===== src/hw/divPkg.sv =====
`default_nettype none

package divPkg;

    // ------------------------------------------------------------
    // widths
    // ------------------------------------------------------------
    localparam int XLEN        = 32;
    localparam int SQN_W       = 7;   // sequence numbers wrap, so age is a signed difference
    localparam int TAG_W       = 6;
    localparam int QUEUE_DEPTH = 4;

    // ------------------------------------------------------------
    // encodings
    // ------------------------------------------------------------
    typedef enum logic [1:0] {
        DIV  = 2'd0,
        DIVU = 2'd1,
        REM  = 2'd2,
        REMU = 2'd3
    } divOp;

    typedef enum logic [1:0] {
        IDLE    = 2'd0,
        ITERATE = 2'd1,
        FINISH  = 2'd2
    } divCoreState;

    // true when sqN was issued after refSqN, which is what a taken branch kills
    function automatic logic isYounger(
        input logic [SQN_W-1:0] sqN,
        input logic [SQN_W-1:0] refSqN
    );
        logic [SQN_W-1:0] diff;
        diff = sqN - refSqN;
        return $signed(diff) > 0;
    endfunction

endpackage

`default_nettype wire

===== src/hw/divUnit.sv =====
`timescale 1ns/1ps
`default_nettype none

module divUnit (
    input  logic                      clk,
    input  logic                      rst,
    input  logic                      inValid,
    input  divPkg::divOp              inOp,
    input  logic [divPkg::XLEN-1:0]   inSrcA,
    input  logic [divPkg::XLEN-1:0]   inSrcB,
    input  logic [divPkg::SQN_W-1:0]  inSqN,
    input  logic [divPkg::TAG_W-1:0]  inTag,
    input  logic                      branchTaken,
    input  logic [divPkg::SQN_W-1:0]  branchSqN,
    output logic                      resultValid,
    output logic [divPkg::TAG_W-1:0]  resultTag,
    output logic [divPkg::SQN_W-1:0]  resultSqN,
    output logic [divPkg::XLEN-1:0]   resultData,
    output logic                      queueFull
);
    import divPkg::*;

    // ------------------------------------------------------------
    // operand stage to queue
    // ------------------------------------------------------------
    logic             prepValid;
    logic [XLEN-1:0]  prepMagA;
    logic [XLEN-1:0]  prepMagB;
    logic             prepNegate;
    logic             prepIsRem;
    logic [SQN_W-1:0] prepSqN;
    logic [TAG_W-1:0] prepTag;

    // ------------------------------------------------------------
    // queue head to divider
    // ------------------------------------------------------------
    logic             headValid;
    logic [XLEN-1:0]  headMagA;
    logic [XLEN-1:0]  headMagB;
    logic             headNegate;
    logic             headIsRem;
    logic [SQN_W-1:0] headSqN;
    logic [TAG_W-1:0] headTag;
    logic             headPop;

    divOperandPrep u_divOperandPrep (
        .clk(clk), .rst(rst),
        .inValid(inValid), .inOp(inOp), .inSrcA(inSrcA), .inSrcB(inSrcB),
        .inSqN(inSqN), .inTag(inTag),
        .branchTaken(branchTaken), .branchSqN(branchSqN),
        .prepValid(prepValid), .prepMagA(prepMagA), .prepMagB(prepMagB),
        .prepNegate(prepNegate), .prepIsRem(prepIsRem),
        .prepSqN(prepSqN), .prepTag(prepTag)
    );

    divQueue u_divQueue (
        .clk(clk), .rst(rst),
        .prepValid(prepValid), .prepMagA(prepMagA), .prepMagB(prepMagB),
        .prepNegate(prepNegate), .prepIsRem(prepIsRem),
        .prepSqN(prepSqN), .prepTag(prepTag),
        .branchTaken(branchTaken), .branchSqN(branchSqN),
        .headPop(headPop),
        .headValid(headValid), .headMagA(headMagA), .headMagB(headMagB),
        .headNegate(headNegate), .headIsRem(headIsRem),
        .headSqN(headSqN), .headTag(headTag),
        .queueFull(queueFull)
    );

    divCore u_divCore (
        .clk(clk), .rst(rst),
        .headValid(headValid), .headMagA(headMagA), .headMagB(headMagB),
        .headNegate(headNegate), .headIsRem(headIsRem),
        .headSqN(headSqN), .headTag(headTag),
        .branchTaken(branchTaken), .branchSqN(branchSqN),
        .headPop(headPop),
        .resultValid(resultValid), .resultTag(resultTag),
        .resultSqN(resultSqN), .resultData(resultData)
    );

endmodule

`default_nettype wire


===== src/hw/divCore.sv =====
`timescale 1ns/1ps
`default_nettype none

module divCore (
    input  logic                      clk,
    input  logic                      rst,
    input  logic                      headValid,
    input  logic [divPkg::XLEN-1:0]   headMagA,
    input  logic [divPkg::XLEN-1:0]   headMagB,
    input  logic                      headNegate,
    input  logic                      headIsRem,
    input  logic [divPkg::SQN_W-1:0]  headSqN,
    input  logic [divPkg::TAG_W-1:0]  headTag,
    input  logic                      branchTaken,
    input  logic [divPkg::SQN_W-1:0]  branchSqN,
    output logic                      headPop,
    output logic                      resultValid,
    output logic [divPkg::TAG_W-1:0]  resultTag,
    output logic [divPkg::SQN_W-1:0]  resultSqN,
    output logic [divPkg::XLEN-1:0]   resultData
);
    import divPkg::*;

    divCoreState               state;
    logic [$clog2(XLEN)-1:0]   stepCnt;
    logic [2*XLEN:0]           partRem;  // partial remainder on top, quotient bits below
    logic [XLEN-1:0]           divisor;
    logic                      negate;
    logic                      isRem;
    logic [SQN_W-1:0]          heldSqN;
    logic [TAG_W-1:0]          heldTag;

    logic                      startOk;
    logic                      flushHit;
    logic [XLEN:0]             stepAddend;
    logic [XLEN-1:0]           quotRaw;
    logic [XLEN-1:0]           quotFixed;
    logic [XLEN-1:0]           remFixed;
    logic [XLEN-1:0]           resultSel;

    assign headPop  = (state == IDLE) && headValid;
    assign startOk  = headPop && !(branchTaken && isYounger(headSqN, branchSqN));
    assign flushHit = branchTaken && isYounger(heldSqN, branchSqN);

    // ------------------------------------------------------------
    // datapath
    // ------------------------------------------------------------
    // negative partial remainder adds the divisor back, otherwise subtract
    assign stepAddend = partRem[2*XLEN] ? {1'b0, divisor} : -{1'b0, divisor};

    // quotient digits are +1/-1 coded and get converted to plain binary
    assign quotRaw   = partRem[XLEN-1:0];
    assign quotFixed = quotRaw - ~quotRaw - {{(XLEN-1){1'b0}}, partRem[2*XLEN]};
    assign remFixed  = partRem[2*XLEN] ? (partRem[2*XLEN-1:XLEN] + divisor)
                                       : partRem[2*XLEN-1:XLEN];
    assign resultSel = isRem ? remFixed : quotFixed;

    // ------------------------------------------------------------
    // control
    // ------------------------------------------------------------
    always_ff @(posedge clk or posedge rst) begin
        if (rst) begin
            state       <= IDLE;
            stepCnt     <= '0;
            resultValid <= 1'b0;
        end else begin
            resultValid <= 1'b0;
            case (state)
                IDLE: begin
                    if (startOk) begin
                        state   <= ITERATE;
                        stepCnt <= '1;  // one step per quotient bit
                    end
                end
                ITERATE: begin
                    if (flushHit) begin
                        state <= IDLE;
                    end else if (stepCnt == '0) begin
                        state <= FINISH;
                    end else begin
                        stepCnt <= stepCnt - 1'b1;
                    end
                end
                FINISH: begin
                    state       <= IDLE;
                    resultValid <= !flushHit;  // a late flush still suppresses the result
                end
                default: state <= IDLE;
            endcase
        end
    end

    always_ff @(posedge clk) begin
        if (startOk) begin
            partRem <= {{(XLEN+1){1'b0}}, headMagA};
            divisor <= headMagB;
            negate  <= headNegate;
            isRem   <= headIsRem;
            heldSqN <= headSqN;
            heldTag <= headTag;
        end else if (state == ITERATE) begin
            partRem <= (partRem << 1) + {stepAddend, {(XLEN-1){1'b0}}, ~partRem[2*XLEN]};
        end
        if (state == FINISH) begin
            resultData <= negate ? -resultSel : resultSel;
            resultSqN  <= heldSqN;
            resultTag  <= heldTag;
        end
    end

    // ------------------------------------------------------------
    // results only ever follow a FINISH cycle
    // ------------------------------------------------------------
    resultAfterFinish: assert property (@(posedge clk) disable iff (rst)
        resultValid |-> ($past(state) == FINISH));

endmodule

`default_nettype wire


===== src/hw/divQueue.sv =====
`timescale 1ns/1ps
`default_nettype none

module divQueue (
    input  logic                      clk,
    input  logic                      rst,
    input  logic                      prepValid,
    input  logic [divPkg::XLEN-1:0]   prepMagA,
    input  logic [divPkg::XLEN-1:0]   prepMagB,
    input  logic                      prepNegate,
    input  logic                      prepIsRem,
    input  logic [divPkg::SQN_W-1:0]  prepSqN,
    input  logic [divPkg::TAG_W-1:0]  prepTag,
    input  logic                      branchTaken,
    input  logic [divPkg::SQN_W-1:0]  branchSqN,
    input  logic                      headPop,
    output logic                      headValid,
    output logic [divPkg::XLEN-1:0]   headMagA,
    output logic [divPkg::XLEN-1:0]   headMagB,
    output logic                      headNegate,
    output logic                      headIsRem,
    output logic [divPkg::SQN_W-1:0]  headSqN,
    output logic [divPkg::TAG_W-1:0]  headTag,
    output logic                      queueFull
);
    import divPkg::*;

    logic [XLEN-1:0]  entryMagA   [QUEUE_DEPTH];
    logic [XLEN-1:0]  entryMagB   [QUEUE_DEPTH];
    logic             entryNegate [QUEUE_DEPTH];
    logic             entryIsRem  [QUEUE_DEPTH];
    logic [SQN_W-1:0] entrySqN    [QUEUE_DEPTH];
    logic [TAG_W-1:0] entryTag    [QUEUE_DEPTH];

    logic [QUEUE_DEPTH-1:0]           entryValid;
    logic [$clog2(QUEUE_DEPTH)-1:0]   rdPtr;
    logic [$clog2(QUEUE_DEPTH)-1:0]   wrPtr;
    logic [$clog2(QUEUE_DEPTH+1)-1:0] count;  // includes flushed slots not yet retired
    logic push;
    logic skipHead;
    logic retire;

    assign push     = prepValid && !(branchTaken && isYounger(prepSqN, branchSqN));
    assign headValid = (count != '0) && entryValid[rdPtr];
    assign skipHead  = (count != '0) && !entryValid[rdPtr];  // a dead slot is dropped quietly
    assign retire    = headPop || skipHead;

    // the operand stage holds one more micro-op, so count it as already here
    assign queueFull = (int'(count) + int'(prepValid)) >= QUEUE_DEPTH;

    assign headMagA   = entryMagA[rdPtr];
    assign headMagB   = entryMagB[rdPtr];
    assign headNegate = entryNegate[rdPtr];
    assign headIsRem  = entryIsRem[rdPtr];
    assign headSqN    = entrySqN[rdPtr];
    assign headTag    = entryTag[rdPtr];

    always_ff @(posedge clk or posedge rst) begin
        if (rst) begin
            entryValid <= '0;
            rdPtr      <= '0;
            wrPtr      <= '0;
            count      <= '0;
        end else begin
            for (int i = 0; i < QUEUE_DEPTH; i++) begin
                if (branchTaken && isYounger(entrySqN[i], branchSqN)) begin
                    entryValid[i] <= 1'b0;
                end
            end
            if (retire) begin
                entryValid[rdPtr] <= 1'b0;
                rdPtr             <= rdPtr + 1'b1;
            end
            if (push) begin
                entryValid[wrPtr] <= 1'b1;  // wins over the flush loop above
                wrPtr             <= wrPtr + 1'b1;
            end
            case ({push, retire})
                2'b10:   count <= count + 1'b1;
                2'b01:   count <= count - 1'b1;
                default: count <= count;
            endcase
        end
    end

    always_ff @(posedge clk) begin
        if (push) begin
            entryMagA[wrPtr]   <= prepMagA;
            entryMagB[wrPtr]   <= prepMagB;
            entryNegate[wrPtr] <= prepNegate;
            entryIsRem[wrPtr]  <= prepIsRem;
            entrySqN[wrPtr]    <= prepSqN;
            entryTag[wrPtr]    <= prepTag;
        end
    end

    // ------------------------------------------------------------
    // the issuer honours queueFull and the core only takes live heads
    // ------------------------------------------------------------
    noPushWhenFull: assert property (@(posedge clk) disable iff (rst)
        prepValid |-> (int'(count) < QUEUE_DEPTH));

    noPopWhenEmpty: assert property (@(posedge clk) disable iff (rst)
        headPop |-> headValid);

endmodule

`default_nettype wire


===== src/hw/divOperandPrep.sv =====
`timescale 1ns/1ps
`default_nettype none

module divOperandPrep (
    input  logic                      clk,
    input  logic                      rst,
    input  logic                      inValid,
    input  divPkg::divOp              inOp,
    input  logic [divPkg::XLEN-1:0]   inSrcA,
    input  logic [divPkg::XLEN-1:0]   inSrcB,
    input  logic [divPkg::SQN_W-1:0]  inSqN,
    input  logic [divPkg::TAG_W-1:0]  inTag,
    input  logic                      branchTaken,
    input  logic [divPkg::SQN_W-1:0]  branchSqN,
    output logic                      prepValid,
    output logic [divPkg::XLEN-1:0]   prepMagA,
    output logic [divPkg::XLEN-1:0]   prepMagB,
    output logic                      prepNegate,
    output logic                      prepIsRem,
    output logic [divPkg::SQN_W-1:0]  prepSqN,
    output logic [divPkg::TAG_W-1:0]  prepTag
);
    import divPkg::*;

    logic            accept;
    logic            isSigned;
    logic            negate;
    logic [XLEN-1:0] magA;
    logic [XLEN-1:0] magB;

    assign accept   = inValid && !(branchTaken && isYounger(inSqN, branchSqN));
    assign isSigned = (inOp == DIV) || (inOp == REM);

    // unsigned ops go through untouched because the core only ever sees magnitudes
    assign magA = (isSigned && inSrcA[XLEN-1]) ? -inSrcA : inSrcA;
    assign magB = (isSigned && inSrcB[XLEN-1]) ? -inSrcB : inSrcB;

    always_comb begin
        case (inOp)
            DIV:     negate = (inSrcA[XLEN-1] ^ inSrcB[XLEN-1]) && (inSrcB != '0);
            REM:     negate = inSrcA[XLEN-1];  // remainder takes the dividend sign
            default: negate = 1'b0;
        endcase
    end

    always_ff @(posedge clk or posedge rst) begin
        if (rst) begin
            prepValid <= 1'b0;
        end else begin
            prepValid <= accept;
        end
    end

    always_ff @(posedge clk) begin
        if (accept) begin
            prepMagA   <= magA;
            prepMagB   <= magB;
            prepNegate <= negate;
            prepIsRem  <= (inOp == REM) || (inOp == REMU);
            prepSqN    <= inSqN;
            prepTag    <= inTag;
        end
    end

    // ------------------------------------------------------------
    // a micro-op killed by a same-cycle branch never reaches the queue
    // ------------------------------------------------------------
    staleNotForwarded: assert property (@(posedge clk) disable iff (rst)
        (inValid && branchTaken && isYounger(inSqN, branchSqN)) |=> !prepValid);

endmodule

`default_nettype wire


===== config.mk =====
export PLATFORM = sky130hd
export DESIGN_NAME = divUnit
export DESIGN_NICKNAME = d
export VERILOG_FILES = /design/src/hw/divPkg.sv /design/src/hw/divUnit.sv /design/src/hw/divCore.sv /design/src/hw/divQueue.sv /design/src/hw/divOperandPrep.sv
export SDC_FILE = /design/constraint.sdc
export NUM_CORES = 1
export LEC_CHECK = 0
export ABC_AREA = 0
export BUFFER_PORTS_ARGS = -buffer_cell sky130_fd_sc_hd__buf_2
export CORE_MARGIN = 5
export CORE_UTILIZATION = 36
export DETAILED_ROUTE_END_ITERATION = 10
export PLACE_DENSITY_LB_ADDON = 0.3
export SYNTH_ARGS = -nofsm -noshare
export SYNTH_HDL_FRONTEND = slang
export SYNTH_HIERARCHICAL = 1
export SYNTH_SLANG_ARGS = --single-unit

===== constraint.sdc =====
create_clock -name clk -period 10 [get_ports clk]
set_input_delay 2 -clock clk [delete_from_list [all_inputs] [get_ports clk]]
set_output_delay 2 -clock clk [all_outputs]
set_load 0.005 [all_outputs]

After elaboration in Yosys (flattened, before gate mapping):

Memory sizes are Yosys's and may differ from the RTL's. A register that Yosys moved wholly into a read port is not among the register bits.
Index checks and enable logic that the tools add are counted.

* reduce and logical (&&, ||, !) cells: 37
* bitwise operators: 6
* equality and inequality tests: 10
* multiplexer cells: 33
* add/subtract/negate cells: 22
* order comparisons: 13

Operators by type and width (number)
* 2-to-1 mux 32 bit: 7
* negator 32 bit: 3
* adder 65 bit: 1
* > comparator 7 x 1 -> 1 bit, second input constant: 8
* subtractor 7 bit: 8
* 2-to-1 mux 33 bit: 1
* negator 32 -> 33 bit: 1
* adder 32 bit: 1
* >= comparator 32 x 4 -> 1 bit, second input constant: 1
* NOT 32 bit: 1
* nonzero test 32 bit: 1
* subtractor 32 x 1 -> 32 bit: 1
* subtractor 32 bit: 1
* logical AND 1 bit: 19
* 2-to-1 mux 5 bit: 3
* 2-to-1 mux 1 bit: 10
* one-hot mux 5 bit (2 select lines): 1
* equality test 2 bit, second input constant: 4
* 2-to-1 mux 4 bit: 2
* less-than comparator 2 x 3 -> 1 bit, second input constant: 2
* 2-to-1 mux 2 bit: 3
* one-hot mux 3 bit (2 select lines): 1
* nonzero test 2 bit: 3
* zero test 1 bit: 5
* other kinds (25): 33

* output and inout port bits: 47
* bits in registers: 216
* input bits: 90
* RAM bits: 316
* word-level logic and storage cells: 147
* memories kept: 6

Memory list
* u_divQueue.entryMagA: words 4, width 32, read ports 1, clocked after memory_dff 0, write ports 1, RTL line divQueue.sv:28 `logic [XLEN-1:0] entryMagA [QUEUE_DEPTH];`
* u_divQueue.entryMagB: words 4, width 32, read ports 1, clocked after memory_dff 1, write ports 1, RTL line divQueue.sv:29 `logic [XLEN-1:0] entryMagB [QUEUE_DEPTH];`
* u_divQueue.entrySqN: words 4, width 7, read ports 5, clocked after memory_dff 0, write ports 1, RTL line divQueue.sv:32 `logic [SQN_W-1:0] entrySqN [QUEUE_DEPTH];`
* u_divQueue.entryTag: words 4, width 6, read ports 1, clocked after memory_dff 1, write ports 1, RTL line divQueue.sv:33 `logic [TAG_W-1:0] entryTag [QUEUE_DEPTH];`
* u_divQueue.entryIsRem: words 4, width 1, read ports 1, clocked after memory_dff 1, write ports 1, RTL line divQueue.sv:31 `logic entryIsRem [QUEUE_DEPTH];`
* u_divQueue.entryNegate: words 4, width 1, read ports 1, clocked after memory_dff 1, write ports 1, RTL line divQueue.sv:30 `logic entryNegate [QUEUE_DEPTH];`

Logic depth before layout (Yosys ltp):

Gate-level depths: netlist (run 1).

* depth after elaboration: 9
* gate-level depth with buffers: 21
* depth with buffers taken out: 21

By module:

Netlist (run 1), hierarchy kept.

By module, submodules not included
* divQueue: cells each 651, seq. area each 9764.4 um^2, instances 1, area an instance 13380.3 um^2
* divCore: cells each 1252, seq. area each 4584.4 um^2, instances 1, area an instance 11537.3 um^2
* divOperandPrep: cells each 328, seq. area each 2397.3 um^2, instances 1, area an instance 4131.5 um^2

Worst setup path after synthesis (run 1):

Ideal clock, no wire load.

* path type: input to register
* start point: input port inSqN[0] in the netlist's numbering
* end point: register u_divOperandPrep.prepIsRem, enable pin
* stages on the path: 8
* slack: 2.267 ns
* setup time: 0.552 ns
* buffers on the path: 0
* data arrival time: 7.181 ns
* required time: 9.448 ns
* cells stage by stage: inv_1 > ha_1 > inv_1 > fa_1 > xor2_1 > nor4_1 > nand4_1 > o221ai_1

* cells in the longest elaborated chain, start to end: 5

Ends and longest elaborated chain
* from (decl): RTL line divUnit.sv:11 `input logic [divPkg::SQN_W-1:0] inSqN,`
* subtractor 7 bit: RTL line divPkg.sv:35 `diff = sqN - refSqN;`
* > comparator 7 x 1 -> 1 bit: RTL line divPkg.sv:36 `return $signed(diff) > 0;`
* logical AND 1 bit: RTL line divOperandPrep.sv:31 `assign accept = inValid && !(branchTaken && isYounger(inSqN, branchSqN));`
* zero test 1 bit: RTL line divOperandPrep.sv:31
* logical AND 1 bit: RTL line divOperandPrep.sv:31
* net u_divOperandPrep.accept: RTL line divOperandPrep.sv:25 `logic accept;`
* to (signal assigned): RTL line divOperandPrep.sv:59 `prepIsRem <= (inOp == REM) || (inOp == REMU);`
* to (decl): RTL line divOperandPrep.sv:19 `output logic prepIsRem,`

The timed path passes the listed nets, and every way through them passes these cells.
A chain may end at the register's enable or synchronous reset.

Worst setup path after layout (run 1):

* start point: input port branchSqN[0] in the netlist's numbering
* end point: register u_divCore.partRem[1], enable pin

* cells in the longest elaborated chain, start to end: 6

Ends and longest elaborated chain
* from (decl): RTL line divUnit.sv:14 `input logic [divPkg::SQN_W-1:0] branchSqN,`
* subtractor 7 bit: RTL line divPkg.sv:35
* > comparator 7 x 1 -> 1 bit: RTL line divPkg.sv:36
* logical AND 1 bit: RTL line divCore.sv:42 `assign startOk = headPop && !(branchTaken && isYounger(headSqN, branchSqN));`
* zero test 1 bit: RTL line divCore.sv:42
* logical AND 1 bit: RTL line divCore.sv:42
* nonzero test 2 bit (no source line)
* to (signal assigned): RTL line divCore.sv:95 `partRem <= {{(XLEN+1){1'b0}}, headMagA};`
* to (signal assigned): RTL line divCore.sv:102 `partRem <= (partRem << 1) + {stepAddend, {(XLEN-1){1'b0}}, ~partRem[2*XLEN]};`
* to (decl): RTL line divCore.sv:26 `logic [2*XLEN:0] partRem;`

Every way passes these cells.

==> results of run 1 <==
kinds of logic (layout without fill, tap and decap cells):
| logic type | after synthesis | after routing | share of synthesized area |
|---|---|---|---|
| and+or+nand+nor | 576 | 576 | 0.0967 |
| buffers and inverters | 169 | 358 | 0.0226 |
| muxes | 99 | 99 | 0.0693 |
| DFF | 572 | 572 | 0.576 |
| AOI/OAI and AO/OA | 478 | 478 | 0.113 |
| adders and majority gates | 139 | 139 | 0.0627 |
| xor gates and xnor gates | 198 | 198 | 0.0597 |
final cells by class:
class	count	area share
Clock buffer	66	0.0456
Clock inverter	43	0.0156
Inverter	96	0.0110
Multi-Input combinational cell	1490	0.355
Sequential cell	572	0.508
Tap cell	1060	0.0402
Timing Repair Buffer	153	0.0245
layer usage:
metal	wire, um	track usage
met2	34100	0.266
met4	1860	0.0442
met1	30300	0.209
met5	0	0
met3	3650	0.0291
flip-flops by register name, summed over array words and instances (netlist names), 5 cells and up:
signal,count
u_divCore/heldSqN,7
u_divCore/partRem,65
u_divOperandPrep/prepSqN,7
u_divQueue/entryTag,24
u_divQueue/entryMagB,128
u_divCore/heldTag,6
u_divCore/resultSqN,7
u_divQueue/entrySqN,28
u_divOperandPrep/prepMagB,32
u_divOperandPrep/prepMagA,32
u_divOperandPrep/prepTag,6
u_divCore/resultTag,6
u_divCore/resultData,32
u_divCore/divisor,32
u_divQueue/entryMagA,128
u_divCore/stepCnt,5
power by group through the flow:
stage,registers [uW],clock network (uW),logic (uW)
detailed placement,3890,0,4530
global route,3890,2400,5050
CTS,3840,2310,4570
floorplan,3670,0,3500
global placement,3870,0,4460
finish,3830,2250,4560
worst register-to-register path, stage by stage (launching register included):
cell and delay (ns):
dfrtp_4 0.46, buf_4 0.65, mux4_2 0.66, ha_1 0.35, o21ai_0 0.11, a21boi_0 0.37
a21oi_1 0.11, or3_1 0.32, a21oi_1 0.24, o21ai_4 0.09, buf_4 0.30, inv_4 0.50
o21bai_1 0.26, inv_1 0.95
through the flow:
step	worst slack (ns)	hold slack, ns
6_report	4.04	0.419
5_1_grt	3.63	0.443
4_1_cts	4.01	0.420
3_5_place_dp	3.35	0.405
3_3_place_gp	3.48	0.415
2_1_floorplan	2.27	0.400
Yosys cell counts (7+ instances only):
cell type  instances
and2_1            14
mux2i_1           10
nor4_1            13
a221oi_1           7
a21o_1            33
ha_1             128
dfrtp_1           20
xor2_1            79
nand2_1          211
o211ai_1           9
buf_2             12
mux2_2             7
nand4_1           17
nor2b_1           26
nor3b_1           10
buf_1             10
fa_1              11
edfxtp_1         519
clkbuf_1          50
nand3_1           38
nand2b_1          17
o21ai_0           96
nor2_1           124
o21a_1            16
or4_1              7
a211oi_1          19
a21oi_1          124
o31ai_1           26
o21bai_1          14
o41ai_1           11
a31oi_1           11
or3_1             13
mux4_2            80
inv_1             94
and3_1            13
dfxtp_1           33
xnor2_1          119
a211o_1           10
nor3_1            39
o21ai_1           12
worst max path at each step:
stage	endpoint	cells after the start
after floorplan	u_divOperandPrep/prepIsRem$_DFFE_PP_	8
after global placement	u_divCore/partRem[6]$_DFFE_PP_	15
after detailed placement	u_divCore/partRem[5]$_DFFE_PP_	14
after CTS	u_divCore/partRem[1]$_DFFE_PP_	14
after global routing	u_divCore/partRem[3]$_DFFE_PP_	14
final	u_divCore/partRem[1]$_DFFE_PP_	14
==> summary.txt, run 1 <==
Outcome
  • Status: completed

Floorplan
  • Die area: 0.0865 mm2
  • Die height: 294 um
  • Initial Util: 0.362
  • IO Pins: 137
  • Rows: 104
  • Die span in x: 294 um
  • Core area: 0.0803 mm2

STA
  • Final hold vios: 0
  • Finish-stage setup viols: 0
  • Setup TNS: 0 ns
  • Slew HR: 0.161
  • Fin crit period: 5.96 ns
  • Fin crit share: 0.596
  • Final Skew: 0.0581 ns
  • Slew @ Worst Pin: 1.26 ns
  • F_max: 168 MHz
  • Final count of pins violating max slew: 0
  • RSZ-0062 raised after global routing: false

Clock network
  • Hold Buf Count CTS: 0
  • Setup Fix Bufs, Post-CTS: 0
  • H-tree depth: 2
  • Clock sinks: 572
  • CTS Buffer Depth: 3
  • Root buf cell: clkbuf_16
  • Total clock buffers created by CTS: 59
  • Clock Latency Late Sink: 0.65 ns
  • Clock transition at path regs: 0.06 ns
  • Post_cts resized: 0
  • TritonCTS clock tree: yes

Setup path
  • Bufs and invs on worst path: 4
  • Nature of the critical path startpoint: input pin
  • Most numerous cell on the critical path: a21oi_1
  • Critical path, cell by cell: buf_2, ha_1, fa_1, nor2b_1, o21ai_0, a21boi_0, a21oi_1, or3_1, a21oi_1, o21ai_4, buf_4, inv_4, o21bai_1, inv_1
  • Worst endpoint data arrival time: 6.21 ns
  • CP Capture Type: flip-flop
  • Max stage delay on crit path: 0.95 ns
  • R2r setup slk: 4.23 ns
  • Slowest CP cell: inv_1
  • Critical path required time: 10.25 ns
  • CP Class: in2reg
  • Crit path from: branchSqN[0]
  • CP delay by family, top: buffers and inverters
  • Worst-path fanout max: 48
  • RR Startpoint: u_divQueue/rdPtr[0]$_DFFE_PP0N_
  • Reg-to-reg endpoint: u_divCore/partRem[1]$_DFFE_PP_
  • R2R depth: 13

Hold path
  • Hold Crit Class: reg2reg
  • Hold EP: u_divCore/resultTag[5]$_DFFE_PN_
  • Worst Min Path Start: u_divCore/heldTag[5]$_DFFE_PP_
  • Hold depth: 0

Final layout
  • Commonest cells after routing, fill and taps aside: edfxtp_1 (519), nand2_1 (211), buf_2 (136), ha_1 (128)
  • Design area: 0.0330 mm2
  • Finished Layout Cells: 3480
  • Ratio of cells with drive above 1 in the final layout: 0.164
  • FF/Latch Area: 0.0168 mm2
  • Footprint of the multi-input gates: 0.0117 mm2
  • Fill count: 7384
  • P&R area growth vs syn: 13.5%
  • Final nets: 2601
  • # diodes: 0
  • Commonest non-fill, non-tap cell in the layout: edfxtp_1
  • Post-layout util: 0.411

Detailed routing
  • Via count: 18600
  • Detail Route Antenna Nets: 0
  • Vias per cell: 5.33
  • # DRC: 0
  • Initial DRC Count: 1460
  • Pre-antenna DRT Iters: 6
  • Wirelength per Cell: 20.1 um
  • Total Wirelength: 69900 um

Global route
  • Remaining global-route overflow: 0
  • Largest net degree at the start of global routing: 59
  • GRT Total Usage: 0.157
  • Global-route wire length before repair: 107000 um
  • Vias in the first global route: 18600
  • Initial antenna violation count: 2

Pwr
  • P_int: 6560 uW
  • Maximum vdd drop: 0.000179 V
  • P_leak: 0.0118 uW
  • P per Cell Area: 323 mW/mm2
  • Total power: 10600 uW
  • Reg power frac: 0.360
  • Sw Share: 0.384
  • Switching Power: 4080 uW
  • Clock share of power: 0.211
  • Combinational power share: 0.429

Placement
  • GPL Wtd Cong: 0.870
  • Inst Count DP: 3371
  • Detailed Place HPWL: 49500 um
  • Placed Area: 0.0309 mm2
  • PortBufs: 136

Synthesis
  • Area contributors post-synth: edfxtp_1 (54%), mux4_2 (6.2%), ha_1 (5.5%), xnor2_1 (3.6%), nand2_1 (2.7%)
  • Post-Syn Area per Cell: 13.0 um2
  • Syn Nets: 2460
  • Cell variety after synth: 102
  • Ys async rst share: 0.0350
  • Post-synth EDFFs: 519
  • Main synth FF type: edfxtp_1
  • Yosys Warn Count: 6
  • Yosys top cell by area: edfxtp_1
  • Sequential area share after synthesis: 0.576
  • Cells after synthesis: 2231
  • Mapped Area: 0.0290 mm2
  • Post-synthesis register bit count: 572
  • Yosys top cell area share: 0.537

Run
  • MaxCap Viol Count: 0
No activity file was read; power rests on OpenSTA's default activity.
==> run 2: changes to the inputs <==
--- a/config.mk
+++ b/config.mk
@@ -5,7 +5,7 @@
 export SDC_FILE = /design/constraint.sdc
 export NUM_CORES = 1
 export LEC_CHECK = 0
-export ABC_AREA = 0
+export ABC_AREA = 1
 export BUFFER_PORTS_ARGS = -buffer_cell sky130_fd_sc_hd__buf_2
 export CORE_MARGIN = 5
 export CORE_UTILIZATION = 36
==> constraint.sdc (replaced) <==
create_clock -name clk -period 5.9 [get_ports clk]
set_input_delay 1.18 -clock clk [delete_from_list [all_inputs] [get_ports clk]]
set_output_delay 1.18 -clock clk [all_outputs]
set_load 0.005 [all_outputs]
==> run 2 against run 1 <==
Effect of this change:
- combinational power is 120% higher
- register-to-register slack worse by 2.6 ns
- non-clock buffer count is 8 higher
- sequential share of layout area is 4.0 points lower
- wire length is 19% higher
- final cell count is 39% higher
- total power is 90% higher
- first-iteration DRC count is 27% higher
- worst hold slack better by 0.0098 ns
- clock-buffer cell count is 2 lower
==> summary.txt, run 2 <==
Detailed routing
  • Total Wirelength: 82900 um (+19%)
  • Detail Route Antenna Nets: 0 (unchanged)
  • Wirelength per Cell: 17.1 um (-15%)
  • Via count: 23700 (+28%)
  • # DRC: 0 (unchanged)
  • Vias per cell: 4.90 (-8.2%)
  • Pre-antenna DRT Iters: 6 (unchanged)
  • Initial DRC Count: 1852 (+27%)

Synthesis
  • Sequential area share after synthesis: 0.526 (-0.0502)
  • Post-Syn Area per Cell: 9.10 um2 (-30%)
  • Fraction of synthesized area in multiplexers: 0 (-0.0693)
  • Synth top cells by count: nand2_1 (727), edfxtp_1 (519), nor2_1 (424), inv_1 (418), o21ai_0 (248)
  • Syn Nets: 3726 (+51%)
  • Main synth FF type: edfxtp_1
  • Adder-cell share of the synthesized area: 0.0573 (-0.00546)
  • Most instantiated library cell after synthesis: nand2_1
  • Ys async rst share: 0.0350 (unchanged)
  • Mapped Area: 0.0318 mm2 (+9.5%)
  • Post-synth EDFFs: 519 (unchanged)
  • Cells after synthesis: 3497 (+57%)
  • Cell variety after synth: 59 (-42%)
  • Area contributors post-synth: edfxtp_1 (49%), nand2_1 (8.6%), ha_1 (5.0%), nor2_1 (5.0%), inv_1 (4.9%)
  • Yosys Warn Count: 6 (unchanged)
  • Yosys top cell area share: 0.490 (-0.0467)
  • Simple-Gate Fraction of Synth Area: 0.216 (+0.119)
  • Main combinational cell family by area after synthesis: simple AND/OR/NAND/NOR gates
  • Post-synthesis register bit count: 572 (unchanged)
  • Compound-Gate Fraction of Synth Area: 0.0991 (-0.0134)
  • Xor and xnor fraction of the mapped netlist area: 0.0358 (-0.0239)
  • Yosys top cell by area: edfxtp_1

Final layout
  • Commonest cells after routing, fill and taps aside: nand2_1 (727), edfxtp_1 (519), nor2_1 (422), inv_1 (412), o21ai_0 (248)
  • Commonest non-fill, non-tap cell in the layout: nand2_1
  • Finished Layout Cells: 4836 (+39%)
  • Post-layout util: 0.406 (-0.00465)
  • Top flop regs: u_divQueue/entryMagA (128), u_divQueue/entryMagB (128), u_divCore/partRem (65)
  • P&R area growth vs syn: 12.4%
  • # diodes: 0 (unchanged)
  • Final nets: 3850 (+48%)
  • Fill count: 8785 (+19%)
  • Ratio of cells with drive above 1 in the final layout: 0.115 (-0.0498)

STA
  • Final count of pins violating max slew: 0 (unchanged)
  • Slack of the critical path: 1.65 ns (-2.38 ns)
  • F_max: 236 MHz
  • Fin crit share: 0.720
  • Finish-stage setup viols: 0 (unchanged)
  • Slew HR: 0.377 (+0.216)
  • Fin crit period: 4.25 ns
  • Final hold vios: 0 (unchanged)
  • Slew @ Worst Pin: 0.934 ns (-0.322 ns)
  • Final Skew: 0.0609 ns (+0.00279 ns)
  • RSZ-0062 raised after global routing: false
  • Setup TNS: 0 ns (unchanged)

Pwr
  • P_leak: 0.0147 uW (+25%)
  • Maximum vdd drop: 0.000314 V (+76%)
  • P per Cell Area: 567 mW/mm2 (+76%)

Floorplan
  • Die span in x: 307 um (+4.5%)
  • Core area: 0.0881 mm2 (+9.7%)
  • Die area: 0.0944 mm2 (+9.2%)
  • Initial Util: 0.361 (-0.000652)
  • IO Pins: 137 (unchanged)
  • Rows: 109 (+4.8%)
  • Die height: 307 um (+4.5%)

Clock network
  • Clock Latency Late Sink: 0.65 ns (about the same)
  • CTS Buffer Depth: 3 (unchanged)
  • TritonCTS clock tree: yes
  • H-tree depth: 2 (unchanged)
  • Post_cts resized: 0 (unchanged)
  • Clock sinks: 572 (unchanged)
  • Clock transition at path regs: 0.06 ns (about the same)
  • Setup Fix Bufs, Post-CTS: 0 (unchanged)
  • Total clock buffers created by CTS: 58 (-1.7%)
  • Hold Buf Count CTS: 0 (unchanged)
  • Root buf cell: clkbuf_16

Placement
  • GPL Wtd Cong: 0.924 (+6.2%)
  • Detailed Place HPWL: 60800 um (+23%)
  • Inst Count DP: 4726 (+40%)
  • PortBufs: 136 (unchanged)
  • Post-Place Worst Slack: 1.11 ns (-2.24 ns)

Global route
  • GRT Total Usage: 0.171 (+0.0133)
  • Largest net degree at the start of global routing: 82 (+39%)
  • Global-route wire length before repair: 128000 um (+20%)
  • Initial antenna violation count: 0 (-2)
  • Vias in the first global route: 22300 (+20%)
  • Remaining global-route overflow: 0 (unchanged)

Setup path
  • Critical path required time: 6.36 ns (-3.89 ns)
  • Nature of the critical path startpoint: flip-flop
  • CP Capture Type: flip-flop
  • Worst-path fanout max: 5 (-90%)
  • CP Class: reg2reg
  • Worst endpoint data arrival time: 4.71 ns (-1.50 ns)

Run
  • MaxCap Viol Count: 0 (unchanged)

Hold path
  • Hold Crit Class: reg2reg

Outcome
  • Status: completed
run 2: cell types whose count changed in the layout (fill, tap and decap cells not counted), moves of 30 or more:
cell,change
nand3_1,+160
inv_1,+319
o22ai_1,+76
xnor2_1,-78
nand2_1,+516
o21ai_0,+152
nor2_1,+298
mux4_2,-80
nor2_2,+30
run 2: cell families (layout without fill, tap and decap cells):
| kind of cell | count (synthesis) | after routing |
|---|---|---|
| buffers and inverters | 534 | 708 |
| DFF | 572 | 572 |
| AOI/OAI and AO/OA | 562 | 562 |
| xor gates and xnor gates | 130 | 130 |
| and+or+nand+nor | 1560 | 1560 |
| adders and majority gates | 139 | 139 |
run 2: per-stage QoR:
step	area (um2)	hold WS, ns	power, uW
after floorplan	31800	0.400	13500
after global placement	33800	0.409	16400
after detailed placement	33800	0.419	16400
after CTS	35800	0.434	20300
after global routing	35800	0.442	21900
final	35800	0.429	20300
run 2: worst paths after layout:
check	slack, ns	from	endpoint	cells past startpoint
worst max register to register	1.65	u_divCore/divisor[1]$_DFFE_PP_	u_divCore/partRem[58]$_SDFFE_PP0N_	18
max in group asynchronous	4.91	rst	u_divQueue/rdPtr[1]$_DFFE_PP0N_	2
worst min register to register	0.43	u_divCore/heldTag[1]$_DFFE_PP_	u_divCore/resultTag[1]$_DFFE_PN_	0
worst max-delay path	1.65	u_divCore/divisor[1]$_DFFE_PP_	u_divCore/partRem[58]$_SDFFE_PP0N_	18
worst min-delay path	0.43	u_divCore/heldTag[1]$_DFFE_PP_	u_divCore/resultTag[1]$_DFFE_PN_	0
min in group asynchronous	0.49	rst	u_divOperandPrep/prepValid$_DFF_PP0_	2
run 2: worst max-delay path: stages (launching register included):
cell and delay [ns]:
edfxtp_1 0.48, inv_1 0.13, nand3_1 0.11, nor2_1 0.17, nand4_1 0.14, nor3_1 0.30, nand4_1 0.20, nor2_1 0.18
nand2_1 0.16, nor2_1 0.33, a31oi_1 0.15, xor2_1 0.17, ha_1 0.39, nand2_1 0.12, nor2_1 0.12, inv_1 0.08
o41ai_1 0.56, xnor2_1 0.19, a21oi_1 0.08
run 2: power breakdown:
part	switching [uW]	total, uW	internal (uW)
Combinational	6900	10100	3250
Sequential	648	6300	5650
Clock	1610	3820	2220
Total	9150	20300	11100
run 2: metal layers:
metal / global-route usage / part of all wire
met1: 0.249 / 0.47
met2: 0.266 / 0.44
met3: 0.0238 / 0.054
met4: 0.0506 / 0.029
met5: 0 / 0
run 2: final cells by class:
cell class,instances,area [um2],area share
multi-input combinational,2391,13000,0.363
sequential,572,16800,0.468
clock buffer,64,1470,0.0412
tap,1165,1460,0.0408
clock inverter,46,533,0.0149
inverter,437,1650,0.0462
timing repair buffer,161,906,0.0253
